### config.mk
export PLATFORM = sky130hd
export DESIGN_NAME = eth_arp_gmii
export DESIGN_NICKNAME = d
export VERILOG_FILES = /design/src/eth_arp_pkg.sv /design/src/crc32_d8.sv /design/src/arp_rx_parser.sv /design/src/arp_tx_framer.sv /design/src/eth_arp_gmii.sv
export VERILOG_INCLUDE_DIRS = /design/src
export SDC_FILE = /design/constraint.sdc
export NUM_CORES = 1
export LEC_CHECK = 0
export ABC_AREA = 1
export BUFFER_PORTS_ARGS = -buffer_cell sky130_fd_sc_hd__buf_2
export CORE_MARGIN = 4
export CORE_UTILIZATION = 56
export DETAILED_ROUTE_END_ITERATION = 6
export HOLD_SLACK_MARGIN = 0.06
export PLACE_DENSITY = 0.75
export RECOVER_POWER = 100
export SYNTH_ARGS = -nofsm -noshare
export SYNTH_HDL_FRONTEND = slang
export SYNTH_HIERARCHICAL = 1
export SYNTH_SLANG_ARGS = --single-unit
### constraint.sdc
create_clock -name sys_clk -period 5.4 [get_ports sys_clk]
set_input_delay 0.54 -clock sys_clk [delete_from_list [all_inputs] [get_ports sys_clk]]
set_output_delay 0.54 -clock sys_clk [all_outputs]
set_load 0.01 [all_outputs]
### src/eth_arp_settings.svh
// ARP responder settings
`ifndef ETH_ARP_SETTINGS_SVH
`define ETH_ARP_SETTINGS_SVH

// board identity
`define BOARD_MAC_ADDR 48'h00_11_22_33_44_55
`define BOARD_IP_ADDR 32'hA9_FE_01_17 // 169.254.1.23

// frame layout
`define PREAMBLE_LEN 7
`define ARP_FILL_LEN 18

// line symbols
`define PREAMBLE_BYTE 8'h55
`define SFD_BYTE 8'hD5

// protocol words
`define ETH_TYPE_ARP 16'h0806
`define ARP_HDR_IPV4 48'h0001_0800_0604 // ethernet, ipv4, hlen 6, plen 4
`define ARP_OP_REQUEST 16'h0001
`define ARP_OP_REPLY 16'h0002

`endif

### src/eth_arp_pkg.sv
// ARP responder types
`include "eth_arp_settings.svh"

package eth_arp_pkg;

	typedef logic [47:0] mac_addr_t;
	typedef logic [31:0] ip_addr_t;

	typedef struct packed {
		mac_addr_t mac;
		ip_addr_t ip;
	} arp_peer_t;

	typedef struct packed {
		logic dv;
		logic [7:0] data;
	} gmii_rx_t;

	// frame sections in wire order
	typedef enum logic [3:0] {
		IDLE, PREAMBLE, SFD, MAC_DES, MAC_SRC, ETH_TYPE, ARP_HDR, ARP_OP,
		ARP_SRC_MAC, ARP_SRC_IP, ARP_DES_MAC, ARP_DES_IP, ARP_FILL, FCS
	} arp_field_e;

	function automatic logic [4:0] field_len(input arp_field_e f);
		case (f)
			PREAMBLE: return 5'(`PREAMBLE_LEN);
			MAC_DES, MAC_SRC, ARP_HDR, ARP_SRC_MAC, ARP_DES_MAC: return 5'd6;
			ETH_TYPE, ARP_OP: return 5'd2;
			ARP_SRC_IP, ARP_DES_IP, FCS: return 5'd4;
			ARP_FILL: return 5'(`ARP_FILL_LEN);
			default: return 5'd1; // idle and sfd
		endcase
	endfunction

endpackage

### src/crc32_d8.sv
// byte-wide CRC-32
`timescale 1ns/1ps

module crc32_d8 (
	input logic sys_clk,
	input logic sys_rst_n,
	input logic [7:0] data,
	input logic start,
	input logic en,
	output logic [31:0] fcs,
	output logic [31:0] fcs_next
);

	localparam logic [31:0] POLY = 32'hEDB8_8320; // reflected 04C11DB7

	logic [31:0] crc_q;
	logic [31:0] crc_base;
	logic [31:0] crc_d;

	// one byte, lsb first
	function automatic logic [31:0] crc_step(input logic [31:0] c, input logic [7:0] d);
		logic [31:0] r;
		r = c ^ {24'h0, d};
		for (int i = 0; i < 8; i++) begin
			if (r[0]) begin
				r = (r >> 1) ^ POLY;
			end else begin
				r = r >> 1;
			end
		end
		return r;
	endfunction

	assign crc_base = start ? 32'hFFFF_FFFF : crc_q; // seed before the first byte
	assign crc_d = en ? crc_step(crc_base, data) : crc_base;

	always_ff @(posedge sys_clk or negedge sys_rst_n) begin
		if (!sys_rst_n) begin
			crc_q <= 32'hFFFF_FFFF;
		end else begin
			crc_q <= crc_d;
		end
	end

	// finished FCS is the inverted register
	assign fcs = ~crc_q;
	assign fcs_next = ~crc_d;

endmodule

### src/arp_rx_parser.sv
// ARP request receiver
`timescale 1ns/1ps
`include "eth_arp_settings.svh"

module arp_rx_parser (
	input logic sys_clk,
	input logic sys_rst_n,
	input eth_arp_pkg::gmii_rx_t rx,
	output eth_arp_pkg::arp_peer_t peer,
	output logic peer_refresh
);

	import eth_arp_pkg::*;

	arp_field_e field;
	logic [4:0] idx;
	logic last;
	logic bad;
	logic [47:0] asm_q;
	logic [47:0] asm_d;
	arp_peer_t pending;
	logic crc_start;
	logic crc_en;
	logic [31:0] crc_fcs;
	logic [31:0] rx_fcs;
	logic fcs_end;
	logic req_ok;

	assign asm_d = {asm_q[39:0], rx.data}; // field value including this byte
	assign last = (idx == field_len(field) - 5'd1);

	// field checks, applied when the field completes
	always_comb begin
		bad = 1'b0;
		case (field)
			PREAMBLE: bad = (rx.data != `PREAMBLE_BYTE);
			SFD: bad = (rx.data != `SFD_BYTE);
			MAC_DES: bad = last && (asm_d != 48'hFFFF_FFFF_FFFF) && (asm_d != `BOARD_MAC_ADDR);
			ETH_TYPE: bad = last && (asm_d[15:0] != `ETH_TYPE_ARP);
			ARP_HDR: bad = last && (asm_d != `ARP_HDR_IPV4);
			ARP_OP: bad = last && (asm_d[15:0] != `ARP_OP_REQUEST);
			ARP_DES_IP: bad = last && (asm_d[31:0] != `BOARD_IP_ADDR);
			default: bad = 1'b0;
		endcase
	end

	always_ff @(posedge sys_clk or negedge sys_rst_n) begin
		if (!sys_rst_n) begin
			field <= IDLE;
			idx <= '0;
		end else if (rx.dv) begin
			if (field == IDLE) begin
				if (rx.data == `PREAMBLE_BYTE) begin
					field <= PREAMBLE;
					idx <= 5'd1; // first preamble byte already seen
				end
			end else if (bad) begin
				field <= IDLE;
				idx <= '0;
			end else if (last) begin
				field <= (field == FCS) ? IDLE : arp_field_e'(field + 4'd1);
				idx <= '0;
			end else begin
				idx <= idx + 5'd1;
			end
		end
	end

	always_ff @(posedge sys_clk) begin
		if (rx.dv) begin
			asm_q <= asm_d;
		end
	end

	// requester identity, kept until the FCS decides
	always_ff @(posedge sys_clk) begin
		if (rx.dv && last && field == MAC_SRC) begin
			pending.mac <= asm_d;
		end
		if (rx.dv && last && field == ARP_SRC_IP) begin
			pending.ip <= asm_d[31:0];
		end
	end

	// CRC covers destination MAC through the last fill byte
	assign crc_start = rx.dv && (field == MAC_DES) && (idx == 5'd0);
	assign crc_en = rx.dv && (field >= MAC_DES) && (field <= ARP_FILL);

	crc32_d8 u_crc (
		.sys_clk(sys_clk),
		.sys_rst_n(sys_rst_n),
		.data(rx.data),
		.start(crc_start),
		.en(crc_en),
		.fcs(crc_fcs),
		.fcs_next()
	);

	// FCS arrives lsb first, so the oldest byte is the low one
	assign rx_fcs = {asm_q[7:0], asm_q[15:8], asm_q[23:16], asm_q[31:24]};

	always_ff @(posedge sys_clk or negedge sys_rst_n) begin
		if (!sys_rst_n) begin
			fcs_end <= 1'b0;
			req_ok <= 1'b0;
		end else begin
			fcs_end <= rx.dv && (field == FCS) && last;
			req_ok <= fcs_end && (rx_fcs == crc_fcs);
		end
	end

	always_ff @(posedge sys_clk or negedge sys_rst_n) begin
		if (!sys_rst_n) begin
			peer <= '0;
			peer_refresh <= 1'b0;
		end else begin
			peer_refresh <= req_ok;
			if (req_ok) begin
				peer <= pending;
			end
		end
	end

endmodule

### src/arp_tx_framer.sv
// ARP reply transmitter
`timescale 1ns/1ps
`include "eth_arp_settings.svh"

module arp_tx_framer (
	input logic sys_clk,
	input logic sys_rst_n,
	input eth_arp_pkg::arp_peer_t peer,
	input logic peer_refresh,
	input logic gmii_txbusy,
	output logic gmii_txen,
	output logic [7:0] gmii_txdata
);

	import eth_arp_pkg::*;

	arp_field_e field;
	arp_field_e nxt_field;
	logic [4:0] idx;
	logic [4:0] nxt_idx;
	logic [7:0] nxt_byte;
	logic accept;
	arp_peer_t peer_q;
	logic crc_start;
	logic crc_en;
	logic [31:0] crc_fcs_next;

	// byte i of a big-endian word of len bytes
	function automatic logic [7:0] be_byte(input logic [47:0] w, input logic [4:0] len,
			input logic [4:0] i);
		return w[8 * (len - 5'd1 - i) +: 8];
	endfunction

	assign accept = gmii_txen && !gmii_txbusy;

	// position of the byte to present after this edge
	always_comb begin
		nxt_field = field;
		nxt_idx = idx;
		if (field == IDLE) begin
			if (peer_refresh) begin
				nxt_field = PREAMBLE;
				nxt_idx = '0;
			end
		end else if (accept) begin
			if (idx == field_len(field) - 5'd1) begin
				nxt_field = (field == FCS) ? IDLE : arp_field_e'(field + 4'd1);
				nxt_idx = '0;
			end else begin
				nxt_idx = idx + 5'd1;
			end
		end
	end

	always_comb begin
		case (nxt_field)
			PREAMBLE: nxt_byte = `PREAMBLE_BYTE;
			SFD: nxt_byte = `SFD_BYTE;
			MAC_DES, ARP_DES_MAC: nxt_byte = be_byte(peer_q.mac, 5'd6, nxt_idx);
			MAC_SRC, ARP_SRC_MAC: nxt_byte = be_byte(`BOARD_MAC_ADDR, 5'd6, nxt_idx);
			ETH_TYPE: nxt_byte = be_byte(48'(`ETH_TYPE_ARP), 5'd2, nxt_idx);
			ARP_HDR: nxt_byte = be_byte(`ARP_HDR_IPV4, 5'd6, nxt_idx);
			ARP_OP: nxt_byte = be_byte(48'(`ARP_OP_REPLY), 5'd2, nxt_idx);
			ARP_SRC_IP: nxt_byte = be_byte(48'(`BOARD_IP_ADDR), 5'd4, nxt_idx);
			ARP_DES_IP: nxt_byte = be_byte(48'(peer_q.ip), 5'd4, nxt_idx);
			FCS: nxt_byte = crc_fcs_next[8 * nxt_idx[1:0] +: 8]; // lsb first
			default: nxt_byte = 8'h00; // idle and zero fill
		endcase
	end

	always_ff @(posedge sys_clk or negedge sys_rst_n) begin
		if (!sys_rst_n) begin
			field <= IDLE;
			idx <= '0;
			gmii_txen <= 1'b0;
			gmii_txdata <= 8'h00;
		end else begin
			field <= nxt_field;
			idx <= nxt_idx;
			gmii_txen <= (nxt_field != IDLE);
			gmii_txdata <= nxt_byte; // same position while busy, so data holds
		end
	end

	// a refresh during a reply is dropped
	always_ff @(posedge sys_clk) begin
		if (field == IDLE && peer_refresh) begin
			peer_q <= peer;
		end
	end

	assign crc_start = accept && (field == MAC_DES) && (idx == 5'd0);
	assign crc_en = accept && (field >= MAC_DES) && (field <= ARP_FILL);

	// fcs_next lets the first FCS byte follow the last fill byte directly
	crc32_d8 u_crc (
		.sys_clk(sys_clk),
		.sys_rst_n(sys_rst_n),
		.data(gmii_txdata),
		.start(crc_start),
		.en(crc_en),
		.fcs(),
		.fcs_next(crc_fcs_next)
	);

endmodule

### src/eth_arp_gmii.sv
// ARP responder top
`timescale 1ns/1ps

module eth_arp_gmii (
	input logic sys_clk,
	input logic sys_rst_n,
	input logic gmii_rxdv,
	input logic [7:0] gmii_rxdata,
	input logic gmii_txbusy,
	output logic gmii_txen,
	output logic [7:0] gmii_txdata,
	output logic pc_refresh,
	output eth_arp_pkg::mac_addr_t pc_mac_addr,
	output eth_arp_pkg::ip_addr_t pc_ip_addr
);

	import eth_arp_pkg::*;

	gmii_rx_t rx;
	arp_peer_t peer;
	logic peer_refresh;

	assign rx = '{dv: gmii_rxdv, data: gmii_rxdata};

	arp_rx_parser u_rx (
		.sys_clk(sys_clk),
		.sys_rst_n(sys_rst_n),
		.rx(rx),
		.peer(peer),
		.peer_refresh(peer_refresh)
	);

	arp_tx_framer u_tx (
		.sys_clk(sys_clk),
		.sys_rst_n(sys_rst_n),
		.peer(peer),
		.peer_refresh(peer_refresh),
		.gmii_txbusy(gmii_txbusy),
		.gmii_txen(gmii_txen),
		.gmii_txdata(gmii_txdata)
	);

	assign pc_refresh = peer_refresh;
	assign pc_mac_addr = peer.mac; // last accepted requester
	assign pc_ip_addr = peer.ip;

endmodule

==> results.md, run 1 <==
Outcome:
- The run finished, with violations left.
- The final reports fail on capacitance limit, slew limit.

Setup path:
- The cell family contributing the most delay on the critical path is buffers and inverters.
- The arrival time at the worst endpoint is 5.24 ns.
- STA puts the critical path data required time at 5.85 ns.
- The most numerous cell on the critical path is sky130_fd_sc_hd__nand2_1.
- The element type at the critical path end is a flop.
- The number of buffer and inverter stages on the critical path is 3.
- The largest fanout on the critical path is 42.
- Walking the worst path, the cells encountered are nor2_1 -> inv_1 -> nor2_1 -> nand4_1 -> nor3_2 -> clkbuf_1 -> inv_2 -> nand2_1 -> nand2_1 -> nand2_1 -> o21ai_0 -> nand3_1 -> nand2_1 -> nand2_1 -> nand2_1 -> o21ai_1.
- STA classifies the critical path startpoint as a flop.
- The worst-path cell with the longest stage delay is sky130_fd_sc_hd__clkbuf_1.
- The critical path in this run is classified as reg2reg.
- For this run, the slowest stage of the critical path takes 1.86 ns.

Floorplan:
- The die covers 38,700 um2.
- The x dimension of the die is 196.7 um.
- For this design the top-level I/O count stands at 102.
- The number of standard-cell rows in the floorplan is 68.
- From bottom edge to top edge, the die measures 196.7 um.
- The starting density of the core is 0.5732.
- The core area is 34,800 um2.

Place:
- Once placement finished, the instance area stood at 20,880 um2.
- The final estimated routing congestion in global placement is 0.9760.
- Buffers placed on the I/O ports in this run total 101.
- The number of placed instances, taps included, is 2,673.
- The placed wire-length estimate is 39,670 um.

STA:
- The final worst-path cycle share is 0.8869.
- The worst relative slew slack is -1.847.
- The transition at the pin with the smallest max-transition slack is 4.271 ns.
- The clock period could shrink to 4.790 ns.
- The maximum clock rate is 0.2088 GHz.
- Between clock sinks in the finished design, the worst skew comes to 0.01232 ns.
- The minimum hold slack is 0.4728 ns.
- The final count of hold timing violations came to 0.
- Setup repair after global routing left no endpoint under its margin.
- The setup total negative slack is 0 ns.
- The total count of max-transition violations in the final report is 369.
- The final setup violation count is 0.

Clock network:
- Clock-pin slew was measured on the worst setup and hold paths at 0.06 ns.
- The number of buffers on the longest clock path is 3.
- The total of cells resized after clock tree synthesis is 0.
- The tree is rooted in a sky130_fd_sc_hd__clkbuf_16.
- Clock tree synthesis inserted a total of 41 buffers.
- The quantity of hold-fixing buffers added after cts is 0.
- The level count of the clock H-tree is 2.
- The post-CTS setup buffer count is 0.
- The later pin in the worst-skew pair is clocked with a latency of 0.54 ns.
- The CTS tree is yes.
- The tree built by TritonCTS fans out to 374 sinks.

Final layout:
- Once layout is complete, the cells apart from fillers number 2,749.
- The final net count is 2,288.
- The number of antenna repair diodes is 0.
- From synthesis to final layout, the design area changed by 9.961%.
- The final standard cell area without fillers is 21,930 um2.
- The fraction of final layout cells sized beyond drive strength 1 is 0.1813.

GRT:
- The number of global-route vias before repair is 15.14k.
- The overall routing resource usage is 0.2803.
- The maximum number of pins on one net before global-route repair is 87.
- The wire length of the first global-routing pass is 85,270 um.
- Global routing finished with a remaining overflow of 0.
- The number of antenna violations at the first check in global routing is 0.

Power and ir drop:
- In this run the power density over the cells is 579.4 nW/um2.
- Summed over all cells, the static leakage comes to 9.724 nW.
- Total power for the finished layout comes to 12.71 mW.
- The peak supply drop is 615.8 uV.

Drt:
- For this block, the via count after detailed routing is 15.42k.
- The post-detailed-route count of antenna-violating nets is 0.
- The average detailed-routed wire length per instance is 19.88 um.
- The first detailed-routing pass took 5 iterations.
- The first routing iteration left 1,301 violations.
- After detailed routing, the number of vias per cell comes to 5.607.
- The post-route DRC violation count is 0.
- The total detailed-routing wirelength is 54,650 um.

Job:
- The count of max-cap constraint violations is 6.

Logic synthesis:
- The synthesized area per cell is 9.273 um2.
- The area of the mapped netlist is 19,950 um2.
- The yosys synthesis warning count is 6.
- The net count after synthesis is 2,178.
- After technology mapping, the gate count stands at 2,151.

Hold path:
- The tightest min-delay check is of the reg2reg type.
## routing by layer
metal / wire, um / up-vias / GRT usage
met1: 21400 / 7296 / 0.3571
met5: 0 / - / 0
met4: 2951 / 0 / 0.1400
li1: - / 7238 / -
met3: 3575 / 183 / 0.03863
met2: 26720 / 698 / 0.4730
## cells in the final DEF (no fill, tap or decap), drive strengths merged, types with 5 or more instances in the layout
cell type and n:
clkbuf 165, edfxtp 200, nor2 206, nand4 26
xor2 61, nand3b 11, clkinv 6, dfstp 64
a221oi 6, nand3 142, or2 16, xnor2 24
buf 9, ha 15, o22ai 5, o211ai 8
o21ai 93, nand2 756, mux2 80, dfrtp 110
a21oi 14, inv 230, nor3 14, clkinvlp 6
## state kept, by name (all words and copies together), names as in the netlist
register           flops
u_rx/u_crc/crc_q      32
u_tx/peer_q           80
u_rx/fcs_end           1
u_rx/asm_q            40
u_tx/idx               5
u_tx/gmii_txdata       8
u_rx/peer             80
u_rx/idx               5
u_tx/u_crc/crc_q      32
u_rx/peer_refresh      1
u_rx/req_ok            1
u_rx/pending          80
u_rx/field             4
u_tx/field             4
u_tx/gmii_txen         1
## cell type report
class                      instances  area (um2)
sequential                       374       10440
clock inverter                    16       175.2
timing repair buffer             115       471.7
tap                              455       569.3
fill                            2990       12860
multi-input combinational       1501        8229
clock buffer                      60        1190
inverter                         228       858.3
## report_power, final
| group | internal (mW) | switching [mW] | leakage (nW) | total, mW |
|---|---|---|---|---|
| registers | 3.52 | 0.315 | 3.86 | 3.84 |
| logic | 1.95 | 4.12 | 5.22 | 6.07 |
| clock network | 1.65 | 1.15 | 0.644 | 2.80 |
## worst paths after layout
kind	slack (ns)	from	endpoint	cells past startpoint
max	0.61	u_rx/field[3]	u_rx/u_crc/crc_q[4]	16
min	0.47	u_rx/peer[74]	u_tx/peer_q[74]	0
max reg2reg	0.61	u_rx/field[3]	u_rx/u_crc/crc_q[4]	16
min reg2reg	0.47	u_rx/peer[74]	u_tx/peer_q[74]	0
max in group asynchronous	1.23	sys_rst_n	u_rx/peer[11]	1
min in group asynchronous	1.80	sys_rst_n	u_rx/peer[36]	1
## stage by stage
stage          worst slack (ns)  utilization
5_1_grt                  0.2669       0.6303
3_3_place_gp              1.164       0.6001
3_5_place_dp              1.018       0.6001
2_1_floorplan            0.8388            -
6_report                 0.6105       0.6303
4_1_cts                   1.015       0.6393
No activity file was read; power rests on OpenSTA's default activity.
==> run 2, diff against run 1 <==
Clock period 5.4 ns to 4.3 ns, I/O delays scaled along.
==> run 2 against run 1 <==
Effect of this change: the flow still finishes with violations (capacitance limit, slew limit); fmax increased by 22%; clock skew up 0.0074 ns; global-route usage is 0.34 points higher; via count increased by 0.25%; sequential share of layout area is 0.15 points lower; sequential power grew 25%; critical path depth rose by 10; worst setup slack lost 0.23 ns.
==> results.md, run 2 (synthesis gave the netlist of run 1 again) <==
Outcome:
- Result of the run: finished, violations left (unchanged).
- Violated checks: capacitance limit, slew limit (unchanged).

Floorplan:
- The number of top-level pins is 102 (unchanged).
- The starting density of the core is 0.5732 (unchanged).
- The area of the die is 38,700 um2 (unchanged).
- The number of standard-cell rows in the floorplan was 68 (unchanged).
- The x dimension of the die came to 196.7 um (unchanged).
- The vertical die dimension is 196.7 um (unchanged).
- The core area is 34,800 um2 (unchanged).

Job:
- The count of max-cap constraint violations was 5 (was 6).

Setup path:
- The slack of the worst reg-to-reg path is 0.38 ns (was 0.61 ns).
- The required time of the critical path is 4.78 ns (was 5.85 ns).
- The cell depth of the worst flop-to-flop path was 26 (was 16).
- The capture instance of the worst register-to-register path is u_tx/gmii_txdata[2] (was u_rx/u_crc/crc_q[4]).
- The launching element type of the critical path is a flop (unchanged).
- The path type of the worst setup path is reg2reg (unchanged).
- The startpoint of the most critical register-to-register path is u_tx/field[1] (was u_rx/field[3]).
- The largest fanout on the critical path came to 13 (was 42).
- The worst-path cell with the longest stage delay is sky130_fd_sc_hd__dfrtp_1 (was sky130_fd_sc_hd__clkbuf_1).
- The arrival time at the worst endpoint is 4.40 ns (was 5.24 ns).
- The startpoint of the worst setup timing path is u_tx/field[1] (was u_rx/field[3]).
- The highest cell delay on the worst timing path is 0.45 ns (was 1.86 ns).
- The critical path capture point is u_tx/gmii_txdata[2] (was u_rx/u_crc/crc_q[4]).
- The most numerous cell on the critical path is sky130_fd_sc_hd__nand2_1 (unchanged).
- The element type at the critical path end was a flop (unchanged).

STA:
- The final setup violation count was 0 (unchanged).
- The setup total negative slack was 0 ns (unchanged).
- The total count of max-transition violations in the final report is 300 (was 369).
- The worst relative slew slack is -0.6620 (was -1.847).
- The transition at the pin with the smallest max-transition slack was 2.493 ns (was 4.271 ns).
- The minimum period implied by the final worst setup slack is 3.923 ns (was 4.790 ns).
- The final count of hold timing violations is 0 (unchanged).
- The worst setup margin is 0.3772 ns (was 0.6105 ns).
- The maximum clock rate is 0.2549 GHz (was 0.2088 GHz).
- The final worst-path cycle share is 0.9123 (was 0.8869).
- The final worst clock skew is 0.01977 ns (was 0.01232 ns).
- Setup repair after global routing missed its margin: no (unchanged).

GRT:
- The wire length of the first global-routing pass is 86,260 um (was 85,270 um).
- The number of global-route vias before repair is 15.34k (was 15.14k).
- The maximum number of pins on one net before global-route repair is 92 (was 87).
- The overall routing resource usage is 0.2837 (was 0.2803).
- The number of antenna violations at the first check in global routing was 0 (unchanged).
- The residual overflow from global routing is 0 (unchanged).

Clock network:
- The clock insertion delay at the later pin of the skew report came to 0.55 ns (was 0.54 ns).
- The cell at the root of the clock tree is sky130_fd_sc_hd__clkbuf_16 (unchanged).
- The sink count of the clock tree is 374 (unchanged).
- The number of buffers on the longest clock path is 3 (unchanged).
- The clock transition at the registers of the reported paths was 0.06 ns (about the same).
- The CTS tree is yes (unchanged).
- The level count of the clock H-tree is 2 (unchanged).
- The number of buffers created by CTS is 40 (was 41).

Place:
- The minimum setup slack after placement is 0.2776 ns (was 1.018 ns).
- The final estimated routing congestion in global placement came to 0.9658 (was 0.9760).
- The placed wire-length estimate came to 40,190 um (was 39,670 um).
- The count of port buffers added during placement was 101 (unchanged).

Drt:
- The number of DRC markers in iteration 0 is 1,406 (was 1,301).
- The average via count per standard cell is 5.601 (was 5.607).
- The average detailed-routed wire length per instance was 19.89 um (was 19.88 um).
- The routed via count came to 15.45k (was 15.42k).
- The first-pass detailed-route iteration total is 6 (was 5).
- The post-route DRC violation count is 0 (unchanged).
- The total detailed-routing wirelength is 54,890 um (was 54,650 um).
- The post-detailed-route count of antenna-violating nets is 0 (unchanged).

Power and ir drop:
- The peak supply drop is 503.2 uV (was 615.8 uV).
- The power density relative to cell area is 724.8 nW/um2 (was 579.4 nW/um2).
- The static leakage is 9.761 nW (was 9.724 nW).
- The post-route total power was 15.95 mW (was 12.71 mW).

Final layout:
- The number of antenna repair diodes is 0 (unchanged).
- The most frequent standard cell in the layout excluding fill and tap cells is sky130_fd_sc_hd__nand2_1 (unchanged).
- The post-synthesis to final-layout area growth is 10.31% (was 9.961%).
- Biggest registers after layout: u_rx/peer (80), u_rx/pending (80), u_tx/peer_q (80) (unchanged).
- Top library cells by usage in the layout, fill and taps aside: sky130_fd_sc_hd__nand2_1 (674), sky130_fd_sc_hd__edfxtp_1 (200), sky130_fd_sc_hd__inv_1 (192), sky130_fd_sc_hd__nor2_1 (170), sky130_fd_sc_hd__nand3_1 (134) (was sky130_fd_sc_hd__nand2_1 (678), sky130_fd_sc_hd__edfxtp_1 (200), sky130_fd_sc_hd__inv_1 (193), sky130_fd_sc_hd__nor2_1 (172), sky130_fd_sc_hd__nand3_1 (134)).
- The fill cell instance count of the final layout is 2,938 (was 2,990).
- The fraction of final layout cells sized beyond drive strength 1 is 0.1866 (was 0.1813).
- The final net count was 2,299 (was 2,288).

Hold path:
- The launch instance of the worst min-delay path is gmii_rxdata[0] (was u_rx/peer[74]).
- The worst hold path class was in2reg (was reg2reg).
==> run 2: cell count changes in the layout (fill, tap and decap cells not counted), moves of 4 or more <==
cell,change
sky130_fd_sc_hd__clkbuf_2,+4
sky130_fd_sc_hd__clkbuf_8,-4
sky130_fd_sc_hd__o21ai_0,+7
sky130_fd_sc_hd__o21ai_2,-5
sky130_fd_sc_hd__clkinv_1,+7
sky130_fd_sc_hd__clkbuf_1,-7
sky130_fd_sc_hd__nand2_2,+4
sky130_fd_sc_hd__clkinv_2,+9
sky130_fd_sc_hd__buf_4,+6
sky130_fd_sc_hd__nand2_1,-4
==> run 2: final cells by class <==
| class | count | area [um2] | share of cell area |
|---|---|---|---|
| sequential | 374 | 10440 | 0.4745 |
| multi-input combinational | 1501 | 8234 | 0.3742 |
| clock inverter | 27 | 271.5 | 0.01234 |
| tap | 455 | 569.3 | 0.02587 |
| clock buffer | 47 | 1037 | 0.04714 |
| timing repair buffer | 127 | 593.1 | 0.02695 |
| inverter | 228 | 858.3 | 0.03901 |
==> run 2: critical path: cells and delay by family, from the launching register on <==
| kind | cells | cell delay [ns] |
|---|---|---|
| DFF | 1 | 0.45 |
| adders and majority gates | 4 | 1.05 |
| and+or+nand+nor | 18 | 1.95 |
| buffers and inverters | 4 | 0.39 |
==> run 2: how the worst min path moves through the flow <==
stage                                   to  cells past startpoint
after detailed placement   u_tx/peer_q[43]                      0
after floorplan               u_rx/fcs_end                      0
after CTS                    u_rx/asm_q[0]                      1
final                     u_rx/pending[32]                      1
after global routing      u_rx/pending[32]                      1
after global placement       u_rx/peer[46]                      1
==> run 2: power by group <==
group / switching [mW] / internal, mW
sequential: 0.383 / 4.43
combinational: 5.21 / 2.53
clock: 1.46 / 1.94
==> run 2: stage by stage <==
step           std cells  hold slack [ns]    util  cell area (um2)
3_3_place_gp        2681           0.4548  0.6030            20990
2_1_floorplan       2151           0.1344       -            19960
4_1_cts             2756           0.2007  0.6409            22300
3_5_place_dp        2681           0.4578  0.6030            20990
6_report            2759           0.3345  0.6323            22000
5_1_grt             2759           0.3352  0.6323            22000
==> run 2: repair_timing <==
action / 4_1_cts / 5_1_grt
hold buffers: 1 / 0
setup buffers: 0 / 3
hold endpoints to repair: 49 / 0
setup endpoints to repair: 0 / 5
gates resized for setup: 0 / 2
==> run 2: routing by layer <==
| layer | global-route usage | vias to the layer above | routed length [um] |
|---|---|---|---|
| met4 | 0.1261 | 0 | 2722 |
| met1 | 0.3635 | 7379 | 21590 |
| met2 | 0.4869 | 655 | 27260 |
| met5 | 0 | - | 0 |
| met3 | 0.03556 | 164 | 3316 |
| li1 | - | 7255 | - |
